**config.mk**
```make
export PLATFORM = sky130hd
export DESIGN_NAME = muldiv_unit
export DESIGN_NICKNAME = d
export VERILOG_FILES = /design/src/common/muldiv_pkg.sv /design/src/design/operand_prep.sv /design/src/design/mul_partial_products.sv /design/src/divider/div_restoring.sv /design/src/divider/div_control.sv /design/src/design/result_select.sv /design/src/design/muldiv_unit.sv
export VERILOG_INCLUDE_DIRS = /design/src /design/src/common
export SDC_FILE = /design/constraint.sdc
export NUM_CORES = 2
export LEC_CHECK = 0
export ABC_AREA = 1
export BUFFER_PORTS_ARGS = -buffer_cell sky130_fd_sc_hd__clkbuf_2
export CAP_MARGIN = 25
export CORE_UTILIZATION = 40
export DETAILED_ROUTE_END_ITERATION = 16
export PLACE_DENSITY = 0.62
export SYNTH_ARGS = -nofsm -noshare
export SYNTH_HDL_FRONTEND = slang
export SYNTH_HIERARCHICAL = 1
export SYNTH_SLANG_ARGS = --single-unit
```
**constraint.sdc**
```tcl
create_clock -name clk -period 20.4 [get_ports clk]
set_input_delay 2.04 -clock clk [delete_from_list [all_inputs] [get_ports clk]]
set_output_delay 2.04 -clock clk [all_outputs]
set_load 0.005 [all_outputs]
```
**src/common/muldiv_cfg.svh**
```systemverilog
// Width, operation codes and divider length for the RISC-V M unit.
// Included by the package and by every RTL file that needs them.
`ifndef MULDIV_CFG_SVH
`define MULDIV_CFG_SVH

// Operand and result width.
`define MULDIV_DATA_WIDTH 32

// funct3 codes of the M extension.
`define MULDIV_FUNCT3_MUL    3'b000 // Signed x signed, low half.
`define MULDIV_FUNCT3_MULH   3'b001 // Signed x signed, high half.
`define MULDIV_FUNCT3_MULHSU 3'b010 // Signed rs1 x unsigned rs2, high half.
`define MULDIV_FUNCT3_MULHU  3'b011 // Unsigned x unsigned, high half.
`define MULDIV_FUNCT3_DIV    3'b100 // Signed quotient.
`define MULDIV_FUNCT3_DIVU   3'b101 // Unsigned quotient.
`define MULDIV_FUNCT3_REM    3'b110 // Signed remainder.
`define MULDIV_FUNCT3_REMU   3'b111 // Unsigned remainder.

// One quotient bit per cycle.
`define MULDIV_DIV_STEPS `MULDIV_DATA_WIDTH

`endif

```
**src/common/muldiv_pkg.sv**
```systemverilog
// Shared types of the multiply/divide unit.
// Vector types, block structs and the divider state enum.
`default_nettype none

`include "muldiv_cfg.svh"

package muldiv_pkg;

	//**************************************************
	// Vector types.
	//**************************************************
	typedef logic [`MULDIV_DATA_WIDTH-1:0]   word_t;   // One operand or result.
	typedef logic [2*`MULDIV_DATA_WIDTH-1:0] dword_t;  // Full product.
	typedef logic [2:0]                      funct3_t; // Operation selector.

	//**************************************************
	// Block interfaces.
	//**************************************************
	// Operand preparation output.
	typedef struct packed {
		word_t mag_a;    // Magnitude of rs1.
		word_t mag_b;    // Magnitude of rs2.
		logic  neg_q;    // Negate quotient or full product.
		logic  neg_r;    // Negate remainder or MULHSU product.
		logic  div_zero; // Divisor is zero.
		logic  div_ovf;  // Signed overflow, most negative by minus one.
	} prep_t;

	// Unsigned division result.
	typedef struct packed {
		word_t quo; // Quotient.
		word_t rem; // Remainder.
	} div_result_t;

	// Divider FSM.
	typedef enum logic [1:0] {
		DIV_IDLE = 2'd0, // Never started since reset.
		DIV_RUN  = 2'd1, // Iterating.
		DIV_DONE = 2'd2  // Result held.
	} div_state_t;

endpackage

`default_nettype wire

```
**src/design/operand_prep.sv**
```systemverilog
// Operand preparation for the multiply and divide paths.
// Takes magnitudes of signed operands and flags the special division cases.
`timescale 1ns/1ps
`default_nettype none

`include "muldiv_cfg.svh"

module operand_prep (
	input  wire muldiv_pkg::word_t   rs1_i,    // Multiplicand or dividend.
	input  wire muldiv_pkg::word_t   rs2_i,    // Multiplier or divisor.
	input  wire muldiv_pkg::funct3_t funct3_i, // Operation code.
	output muldiv_pkg::prep_t        prep_o    // Magnitudes and sign flags.
);

	localparam int MSB = `MULDIV_DATA_WIDTH - 1;

	logic signed_a; // rs1 is two's complement.
	logic signed_b; // rs2 is two's complement.
	logic neg_a;
	logic neg_b;
	logic signed_div;

	always_comb begin
		// rs1 signed for MUL, MULH, MULHSU, DIV and REM.
		signed_a = (funct3_i == `MULDIV_FUNCT3_MUL) || (funct3_i == `MULDIV_FUNCT3_MULH) ||
			(funct3_i == `MULDIV_FUNCT3_MULHSU) || (funct3_i == `MULDIV_FUNCT3_DIV) ||
			(funct3_i == `MULDIV_FUNCT3_REM);
		// rs2 signed for MUL, MULH, DIV and REM.
		signed_b = (funct3_i == `MULDIV_FUNCT3_MUL) || (funct3_i == `MULDIV_FUNCT3_MULH) ||
			(funct3_i == `MULDIV_FUNCT3_DIV) || (funct3_i == `MULDIV_FUNCT3_REM);
		signed_div = (funct3_i == `MULDIV_FUNCT3_DIV) || (funct3_i == `MULDIV_FUNCT3_REM);

		neg_a = signed_a & rs1_i[MSB]; // Negative rs1.
		neg_b = signed_b & rs2_i[MSB]; // Negative rs2.

		prep_o.mag_a = neg_a ? -rs1_i : rs1_i;
		prep_o.mag_b = neg_b ? -rs2_i : rs2_i;
		prep_o.neg_q = neg_a ^ neg_b;   // Signs differ.
		prep_o.neg_r = neg_a;           // Remainder follows the dividend.
		prep_o.div_zero = (rs2_i == '0);
		// Only the signed codes overflow.
		prep_o.div_ovf = signed_div && (rs1_i == {1'b1, {MSB{1'b0}}}) && (rs2_i == '1);

		// A magnitude keeps its top bit only for the most negative input.
		if (signed_a) begin
			assert (!prep_o.mag_a[MSB] || (rs1_i == {1'b1, {MSB{1'b0}}}))
				else $error("rs1 magnitude out of range");
		end
		if (signed_b) begin
			assert (!prep_o.mag_b[MSB] || (rs2_i == {1'b1, {MSB{1'b0}}}))
				else $error("rs2 magnitude out of range");
		end
	end

endmodule

`default_nettype wire

```
**src/design/mul_partial_products.sv**
```systemverilog
// Unsigned 32x32 multiplier built from four 16x16 partial products.
// Fully combinational, fed with operand magnitudes.
`timescale 1ns/1ps
`default_nettype none

`include "muldiv_cfg.svh"

module mul_partial_products (
	input  wire muldiv_pkg::word_t a_i,   // Multiplicand magnitude.
	input  wire muldiv_pkg::word_t b_i,   // Multiplier magnitude.
	output muldiv_pkg::dword_t     prod_o // Unsigned product.
);

	localparam int HW = `MULDIV_DATA_WIDTH / 2; // Half width.

	logic [HW-1:0] a_lo;
	logic [HW-1:0] a_hi;
	logic [HW-1:0] b_lo;
	logic [HW-1:0] b_hi;

	muldiv_pkg::word_t pp_ll; // Weight 2^0.
	muldiv_pkg::word_t pp_lh; // Weight 2^HW.
	muldiv_pkg::word_t pp_hl; // Weight 2^HW.
	muldiv_pkg::word_t pp_hh; // Weight 2^(2*HW).

	logic [`MULDIV_DATA_WIDTH:0] mid_sum; // Cross terms with carry.

	// Operand halves.
	assign a_lo = a_i[HW-1:0];
	assign a_hi = a_i[2*HW-1:HW];
	assign b_lo = b_i[HW-1:0];
	assign b_hi = b_i[2*HW-1:HW];

	//**************************************************
	// Partial products.
	//**************************************************
	assign pp_ll = a_lo * b_lo;
	assign pp_lh = a_lo * b_hi;
	assign pp_hl = a_hi * b_lo;
	assign pp_hh = a_hi * b_hi;

	// The two cross terms share one alignment.
	assign mid_sum = {1'b0, pp_lh} + {1'b0, pp_hl};

	// Outer terms do not overlap, so they concatenate.
	assign prod_o = {pp_hh, pp_ll} + (muldiv_pkg::dword_t'(mid_sum) << HW);

endmodule

`default_nettype wire

```
**src/divider/div_restoring.sv**
```systemverilog
// Unsigned restoring divider, one quotient bit per clock.
// Started by a single-cycle pulse; the result holds until the next start.
`timescale 1ns/1ps
`default_nettype none

`include "muldiv_cfg.svh"

module div_restoring (
	input  wire                    clk,
	input  wire                    rstLow,     // Asynchronous, active low.
	input  wire                    start_i,    // One-cycle start pulse.
	input  wire muldiv_pkg::word_t dividend_i, // Unsigned dividend.
	input  wire muldiv_pkg::word_t divisor_i,  // Unsigned divisor, non-zero.
	output muldiv_pkg::div_result_t res_o,     // Quotient and remainder.
	output logic                   busy_o      // High while iterating.
);

	localparam int W  = `MULDIV_DATA_WIDTH;
	localparam int CW = $clog2(`MULDIV_DIV_STEPS);
	localparam logic [CW-1:0] LAST_STEP = CW'(`MULDIV_DIV_STEPS - 1);

	muldiv_pkg::div_state_t state_q;
	logic [CW-1:0]          step_q; // Iteration index.

	muldiv_pkg::word_t dvd_q; // Dividend bits out, quotient bits in.
	muldiv_pkg::word_t dvs_q; // Divisor held for the run.
	muldiv_pkg::word_t rem_q; // Partial remainder.

	logic [W:0] shifted; // Remainder with next dividend bit.
	logic [W:0] diff;    // Trial subtraction.
	logic       q_bit;   // Subtraction fits.
	logic       load;

	assign load   = start_i && (state_q != muldiv_pkg::DIV_RUN);
	assign busy_o = (state_q == muldiv_pkg::DIV_RUN);

	//**************************************************
	// Datapath step.
	//**************************************************
	assign shifted = {rem_q, dvd_q[W-1]};
	assign diff    = shifted - {1'b0, dvs_q};
	assign q_bit   = ~diff[W]; // No borrow, so partial remainder >= divisor.

	// Control FSM.
	always_ff @(posedge clk or negedge rstLow) begin
		if (!rstLow) begin
			state_q <= muldiv_pkg::DIV_IDLE;
			step_q  <= '0;
		end else begin
			case (state_q)
				muldiv_pkg::DIV_IDLE, muldiv_pkg::DIV_DONE: begin
					if (start_i) begin
						state_q <= muldiv_pkg::DIV_RUN;
						step_q  <= '0;
					end
				end
				muldiv_pkg::DIV_RUN: begin
					step_q <= step_q + 1'b1;
					if (step_q == LAST_STEP) state_q <= muldiv_pkg::DIV_DONE; // Last bit.
				end
				default: state_q <= muldiv_pkg::DIV_IDLE;
			endcase
		end
	end

	// Shift registers for dividend, divisor and partial remainder.
	always_ff @(posedge clk) begin
		if (load) begin
			dvd_q <= dividend_i;
			dvs_q <= divisor_i;
			rem_q <= '0; // Fresh partial remainder.
		end else if (state_q == muldiv_pkg::DIV_RUN) begin
			rem_q <= q_bit ? diff[W-1:0] : shifted[W-1:0]; // Restore when too small.
			dvd_q <= {dvd_q[W-2:0], q_bit};
		end
	end

	// Values are final once the FSM leaves RUN.
	assign res_o.quo = dvd_q;
	assign res_o.rem = rem_q;

	// The control block must not restart a running divider.
	a_no_restart: assert property (@(posedge clk) disable iff (!rstLow)
		busy_o |-> !start_i)
		else $error("divider started while busy");

endmodule

`default_nettype wire

```
**src/divider/div_control.sv**
```systemverilog
// Divider control. Generates one start pulse per division request, skips
// special cases, serves REM after DIV from stored results and drives busy.
`timescale 1ns/1ps
`default_nettype none

`include "muldiv_cfg.svh"

module div_control (
	input  wire                      clk,
	input  wire                      rstLow,   // Asynchronous, active low.
	input  wire                      start_i,  // Request level from the core.
	input  wire muldiv_pkg::funct3_t funct3_i, // Operation code.
	input  wire muldiv_pkg::word_t   rs1_i,    // Raw dividend.
	input  wire muldiv_pkg::word_t   rs2_i,    // Raw divisor.
	input  wire muldiv_pkg::prep_t   prep_i,   // Magnitudes and special flags.
	output muldiv_pkg::div_result_t  res_o,    // Unsigned quotient and remainder.
	output logic                     busy_o    // Core stall.
);

	muldiv_pkg::word_t       rs1_q;    // Operands of the last started division.
	muldiv_pkg::word_t       rs2_q;
	muldiv_pkg::funct3_t     funct3_q; // Last operation seen.
	muldiv_pkg::div_result_t store_q;  // Result of the last finished division.
	muldiv_pkg::div_result_t div_res;
	logic                    div_busy;
	logic                    div_busy_q; // For the completion edge.
	logic                    issued_q;   // Request already started.
	logic                    is_div;
	logic                    reuse_hit;
	logic                    start_pulse;
	logic [7:0]              busy_run_q; // Consecutive busy cycles.

	assign is_div = (funct3_i == `MULDIV_FUNCT3_DIV) || (funct3_i == `MULDIV_FUNCT3_DIVU) ||
		(funct3_i == `MULDIV_FUNCT3_REM) || (funct3_i == `MULDIV_FUNCT3_REMU);

	// REM after DIV or REMU after DIVU on unchanged operands.
	assign reuse_hit = (((funct3_i == `MULDIV_FUNCT3_REM) && (funct3_q == `MULDIV_FUNCT3_DIV)) ||
		((funct3_i == `MULDIV_FUNCT3_REMU) && (funct3_q == `MULDIV_FUNCT3_DIVU))) &&
		(rs1_i == rs1_q) && (rs2_i == rs2_q);

	assign start_pulse = start_i && is_div && !prep_i.div_zero && !prep_i.div_ovf &&
		!reuse_hit && !issued_q;

	assign busy_o = start_pulse | div_busy; // High from the first cycle.
	assign res_o  = reuse_hit ? store_q : div_res;

	div_restoring u_div_restoring (
		.clk        (clk),
		.rstLow     (rstLow),
		.start_i    (start_pulse),
		.dividend_i (prep_i.mag_a),
		.divisor_i  (prep_i.mag_b),
		.res_o      (div_res),
		.busy_o     (div_busy)
	);

	//**************************************************
	// Reuse memory and start arming.
	//**************************************************
	always_ff @(posedge clk or negedge rstLow) begin
		if (!rstLow) begin
			rs1_q      <= '0;
			rs2_q      <= '0;
			funct3_q   <= `MULDIV_FUNCT3_MUL; // No hit possible after reset.
			store_q    <= '0;
			div_busy_q <= 1'b0;
			issued_q   <= 1'b0;
		end else begin
			div_busy_q <= div_busy;
			if (start_pulse) begin
				rs1_q <= rs1_i; // Raw operands with signedness given by funct3.
				rs2_q <= rs2_i;
			end
			if (!reuse_hit) funct3_q <= funct3_i; // Keep the DIV across its REM.
			if (div_busy_q && !div_busy) store_q <= div_res; // Divider finished.
			// Re-arm once the divider is done and the core drops start.
			if (start_pulse) issued_q <= 1'b1;
			else if (!div_busy && !start_i) issued_q <= 1'b0;
		end
	end

	// Busy length monitor.
	always_ff @(posedge clk or negedge rstLow) begin
		if (!rstLow) busy_run_q <= '0;
		else if (!busy_o) busy_run_q <= '0;
		else if (busy_run_q != '1) busy_run_q <= busy_run_q + 8'd1;
	end

	// Start cycle plus one cycle per step at most.
	a_busy_len: assert property (@(posedge clk) disable iff (!rstLow)
		busy_o |-> (busy_run_q <= 8'(`MULDIV_DIV_STEPS)))
		else $error("busy_o held longer than the divider run");

endmodule

`default_nettype wire

```
**src/design/result_select.sv**
```systemverilog
// Result stage. Restores signs on product, quotient and remainder,
// applies the special division results and picks the output by funct3.
`timescale 1ns/1ps
`default_nettype none

`include "muldiv_cfg.svh"

module result_select (
	input  wire muldiv_pkg::funct3_t     funct3_i, // Operation code.
	input  wire muldiv_pkg::word_t       rs1_i,    // Raw dividend for special cases.
	input  wire muldiv_pkg::prep_t       prep_i,   // Sign and special flags.
	input  wire muldiv_pkg::dword_t      prod_i,   // Unsigned product.
	input  wire muldiv_pkg::div_result_t div_i,    // Unsigned quotient and remainder.
	output muldiv_pkg::word_t            c_o       // Result to the core.
);

	localparam int W = `MULDIV_DATA_WIDTH;

	muldiv_pkg::dword_t prod_neg; // Two's complement of the product.
	muldiv_pkg::dword_t prod_s;   // MUL and MULH.
	muldiv_pkg::dword_t prod_su;  // MULHSU.
	muldiv_pkg::word_t  quo_s;
	muldiv_pkg::word_t  rem_s;
	muldiv_pkg::word_t  quo_out;
	muldiv_pkg::word_t  rem_out;

	//**************************************************
	// Sign correction.
	//**************************************************
	assign prod_neg = -prod_i;
	assign prod_s   = prep_i.neg_q ? prod_neg : prod_i; // Signs differ.
	assign prod_su  = prep_i.neg_r ? prod_neg : prod_i; // rs1 negative.

	// Flags are clear for unsigned codes.
	assign quo_s = prep_i.neg_q ? -div_i.quo : div_i.quo;
	assign rem_s = prep_i.neg_r ? -div_i.rem : div_i.rem;

	// Special cases win over the divider.
	always_comb begin
		if (prep_i.div_zero) begin
			quo_out = '1;    // Quotient of all ones.
			rem_out = rs1_i; // Dividend passes through.
		end else if (prep_i.div_ovf) begin
			quo_out = rs1_i; // Most negative value.
			rem_out = '0;
		end else begin
			quo_out = quo_s;
			rem_out = rem_s;
		end
	end

	//**************************************************
	// Output select.
	//**************************************************
	always_comb begin
		case (funct3_i)
			`MULDIV_FUNCT3_MUL:    c_o = prod_s[W-1:0];
			`MULDIV_FUNCT3_MULH:   c_o = prod_s[2*W-1:W];
			`MULDIV_FUNCT3_MULHSU: c_o = prod_su[2*W-1:W];
			`MULDIV_FUNCT3_MULHU:  c_o = prod_i[2*W-1:W];
			`MULDIV_FUNCT3_DIV,
			`MULDIV_FUNCT3_DIVU:   c_o = quo_out;
			default:               c_o = rem_out; // REM and REMU.
		endcase
	end

endmodule

`default_nettype wire

```
**src/design/muldiv_unit.sv**
```systemverilog
// Top of the RISC-V M multiply/divide unit.
// The core polls busy_o and holds operands, funct3 and start until it falls.
`timescale 1ns/1ps
`default_nettype none

module muldiv_unit (
	input  wire                      clk,
	input  wire                      rstLow,   // Asynchronous, active low.
	input  wire muldiv_pkg::word_t   rs1_i,    // Multiplicand or dividend.
	input  wire muldiv_pkg::word_t   rs2_i,    // Multiplier or divisor.
	input  wire muldiv_pkg::funct3_t funct3_i, // Operation code.
	input  wire                      start_i,  // Request level.
	output muldiv_pkg::word_t        c_o,      // Result.
	output logic                     busy_o    // Division in progress.
);

	muldiv_pkg::prep_t       prep;     // Magnitudes and flags.
	muldiv_pkg::dword_t      prod;     // Unsigned product.
	muldiv_pkg::div_result_t div_res;  // Unsigned quotient and remainder.

	// Signed to unsigned.
	operand_prep u_operand_prep (
		.rs1_i    (rs1_i),
		.rs2_i    (rs2_i),
		.funct3_i (funct3_i),
		.prep_o   (prep)
	);

	// Multiply path.
	mul_partial_products u_mul_partial_products (
		.a_i    (prep.mag_a),
		.b_i    (prep.mag_b),
		.prod_o (prod)
	);

	// Divide path, in parallel.
	div_control u_div_control (
		.clk      (clk),
		.rstLow   (rstLow),
		.start_i  (start_i),
		.funct3_i (funct3_i),
		.rs1_i    (rs1_i),
		.rs2_i    (rs2_i),
		.prep_i   (prep),
		.res_o    (div_res),
		.busy_o   (busy_o)
	);

	// Sign fix and output mux.
	result_select u_result_select (
		.funct3_i (funct3_i),
		.rs1_i    (rs1_i),
		.prep_i   (prep),
		.prod_i   (prod),
		.div_i    (div_res),
		.c_o      (c_o)
	);

endmodule

`default_nettype wire

```
==> metrics.md <==
| Metric | Value |
|---|---|
| Ys flop type | `dfrtp_1` |
| Placed insts | `11096` |
| Area grow syn2layout | `6.12%` |
| Layout cells sized above 1 | `0.0422` |
| Root Buffer | `clkbuf_16` |
| Nature of the critical path endpoint | `output port` |
| FMAX | `59.2 MHz` |
| Yosys warning total | `6` |
| Met1 Resource Use GR | `0.353` |
| Std-Cell Core Area | `~150000 µm²` |
| Vias in the first global route | `57789` |
| Leading area contributor after synthesis | `fa_1` |
| Top Ports | `between 100 and 150` |
| Setup CP Type | `in2out` |
| Slew @ Worst Pin | `1.00 ns` |
| Cells after Synth | `roughly 9200` |
| Worst Path Buf+Inv | `15` |
| Post-CTS resize count | `0` |
| Startpoint of the worst hold path | `u_div_control/u_div_restoring/step_q[3]` |
| Drt total wl | `220000 µm` |
| CP peak stage delay | `0.72 ns` |
| Internal reg-to-reg setup slack | `roughly 15 ns` |
| # hold bufs at CTS | `0` |
| Number of remaining DRC errors | `0` |
| Slowest cell on the critical path | `buf_4` |
| Routing usage on met2 | `0.493` |
| Ranking of synthesized cells by area | `fa_1, nand2_1, inv_1, ha_1, dfrtp_1` |
| Clock Pin Slew Worst Setup and Hold Paths | `around 0.07 ns` |
| Share of the synthesized area in the top cell type | `0.275` |
| DR iter-0 viols | `approximately 4900` |
| Die width | `about 400 µm` |
| Crit-path max FO | `66` |
| Final Max Tran Viols | `0` |
| M3 GR Usage | `0.0295` |
| CP Launch Type | `input port` |
| Setup Fix Bufs, Post-CTS | `0` |
| First-pass GRT wire length | `339000 µm` |
| Post-DP HPWL | `about 170000 µm` |
| Worst Hold End | `u_div_control/u_div_restoring/step_q[3]` |
| Arr. time, crit path | `between 10 and 15 ns` |
| FFs w/ async S/R, synth | `0.593` |
| Fin util | `0.430` |
| Final Setup Violations | `0` |
| CTS tree | `done` |
| Placement Setup Slack | `about 3.7 ns` |
| Reg2Reg Depth | `16` |
| GPL Wtd Cong | `around 1` |
| Reg2reg end | `u_div_control/u_div_restoring/dvd_q[16]` |
| Die area | `154000 µm²` |
| Sequential area share after synthesis | `0.0994` |
| Avg Cell Area, Syn | `6.63 µm²` |
| Synth Net Count | `10595` |
| Clk buf depth | `3` |
| Final WS setup | `approximately 3.5 ns` |
| Worst hold stages | `1` |
| Cell Count, Final, Fillers Out | `~11000` |
| DR vias | `56772` |
| Pin count of the biggest net entering global routing | `89` |
| Most Used Layer, Global Route | `met2` |
| CP required | `~18 ns` |
| Period utilization | `0.828` |
| CTS Sinks | `around 240` |
| Clock skew | `roughly 0.034 ns` |
| Later-pin clock latency in the skew report | `0.59 ns` |
| Routed length per instance | `around 20 µm` |
| FF-to-FF Start | `u_div_control/funct3_q[0]` |
| Fin nets | `10498` |
| Chip height | `~390 µm` |
| Grt ovf | `0` |
| Hold Violations, Final | `0` |
| H-tree Lvls | `1` |
| Min cycle time layout | `about 17 ns` |
| Post-synthesis cell area | `slightly above 60000 µm²` |
| EDFF count, synth | `64` |
| RSZ-0062 raised after global routing | `false` |
| Max_slew headroom | `0.330` |
| Status | `finished, final reports clean` |
| Maxcap violations | `0` |
| FP Rows | `~140` |
| Tot GR Track Use | `0.288` |
| Total negative slack | `0 ns` |
| Vias per inst | `between 5 and 6` |
| Starting density of the core | `0.405` |
| Synth unique cells | `60` |
| DR pass1 iterations | `8` |
| Initial antenna violation count | `7` |
| Crit path max-delay family | `adder cells` |
| Synthesized flop and latch total | `roughly 240` |
| Total CTS buffers | `24` |
| Worst min path class | `reg2reg` |
| Crit-path most repeated cell | `nand2_1` |
| Port-buffer cells | `around 100` |
| Remaining antenna violation count | `0` |
[through the flow]
stage	hold slack [ns]	area (µm²)
after global routing	0.502	64800
final	0.481	64800
after global placement	0.457	63900
after detailed placement	0.463	63900
after CTS	0.479	64700
after floorplan	0.440	61000
[flip-flops by register name (all words and copies together), names as in the netlist]
register                               cells
u_div_control/store_q                     64
u_div_control/rs2_q                       32
u_div_control/u_div_restoring/dvs_q       32
u_div_control/div_busy_q                   1
u_div_control/u_div_restoring/dvd_q       32
u_div_control/u_div_restoring/step_q       5
u_div_control/u_div_restoring/state_q      2
u_div_control/issued_q                     1
u_div_control/funct3_q                     3
u_div_control/rs1_q                       32
u_div_control/u_div_restoring/rem_q       32
[synth_stat cells, types with 8 or more instances]
cell	number
nand3b_1	48
o21a_1	8
nor3_1	39
xor2_1	117
clkbuf_1	261
inv_2	17
a31oi_1	17
fa_1	838
buf_1	8
nor4_1	10
nand3_1	396
and2_1	14
inv_1	2248
buf_4	16
buf_2	32
nand4_1	44
nor2_4	11
o21bai_1	14
nand2_1	2912
o211ai_1	8
dfxtp_1	32
o21ai_1	19
o21ai_2	8
buf_6	8
nor2_2	20
a21boi_0	11
nand2_2	20
xnor2_1	78
edfxtp_1	64
a21o_1	16
a21oi_1	265
ha_1	482
nor2_1	694
o21ai_0	225
dfrtp_1	140
[worst reg2reg max path, delay by kind of cell, from the launching register on]
kind / cells / cell delay [ns]
buf+inv: 6 / 2.19
flops: 1 / 0.38
simple gates: 10 / 2.57
[layout make-up]
type | instances | area, µm²
fillers | 16053 | 85900
multi-input cells | 6372 | 45500
inverters | 2272 | 8530
flip-flops and latches | 236 | 6070
well taps | 2016 | 2520
repair buffers | 202 | 1350
clock buffers | 33 | 711
clock inverters | 11 | 75.1
diodes | 2 | 5.00
[placed cells by master, fill, tap and decap left out, types with 14 or more instances in the layout]
master	synthesis	routed
a21o_1	16	16
a21oi_1	265	265
a31oi_1	17	17
and2_1	14	14
buf_4	16	95
clkbuf_16	0	26
clkbuf_2	0	101
dfrtp_1	140	140
dfxtp_1	32	32
edfxtp_1	64	64
fa_1	838	838
ha_1	482	482
inv_1	2248	2248
inv_2	17	17
nand2_1	2912	2910
nand2_2	20	21
nand3_1	396	396
nand3b_1	48	48
nand4_1	44	44
nor2_1	694	688
nor2_2	20	24
nor3_1	39	38
o21ai_0	225	223
o21ai_1	19	19
o21bai_1	14	14
xnor2_1	78	71
xor2_1	117	100
xor2_4	0	18
[cell families (layout without fill, tap and decap cells)]
logic type,count (synthesis),after routing,synth area share
simple gates,4239,4239,0.281
buf+inv,2597,2518,0.162
fa+ha+maj,1320,1320,0.374
compound gates,617,617,0.0551
flops,236,236,0.0994
xor+xnor,196,196,0.0283
other cells,0,2,0
[worst max path at each step]
stage	startpoint	endpoint	slack (ns)	cells after the start
final	funct3_i[2]	c_o[29]	3.50	54
after global routing	funct3_i[2]	c_o[25]	2.58	53
after CTS	funct3_i[2]	c_o[25]	3.61	53
after detailed placement	funct3_i[2]	c_o[25]	3.65	53
after global placement	funct3_i[2]	c_o[25]	3.73	55
after floorplan	rs1_i[1]	c_o[20]	6.97	53
[layer usage]
metal  up-vias  routed length (µm)  part of all wire
li1      26778                   -                 -
met1     27417               87300              0.40
met2      2099              104000              0.47
met3       472               14000             0.064
met4         6               14200             0.064
met5         -                  34           0.00015
Power is not shown: default switching activity piles up to over one toggle a cycle in this logic, so the estimate is an artifact.
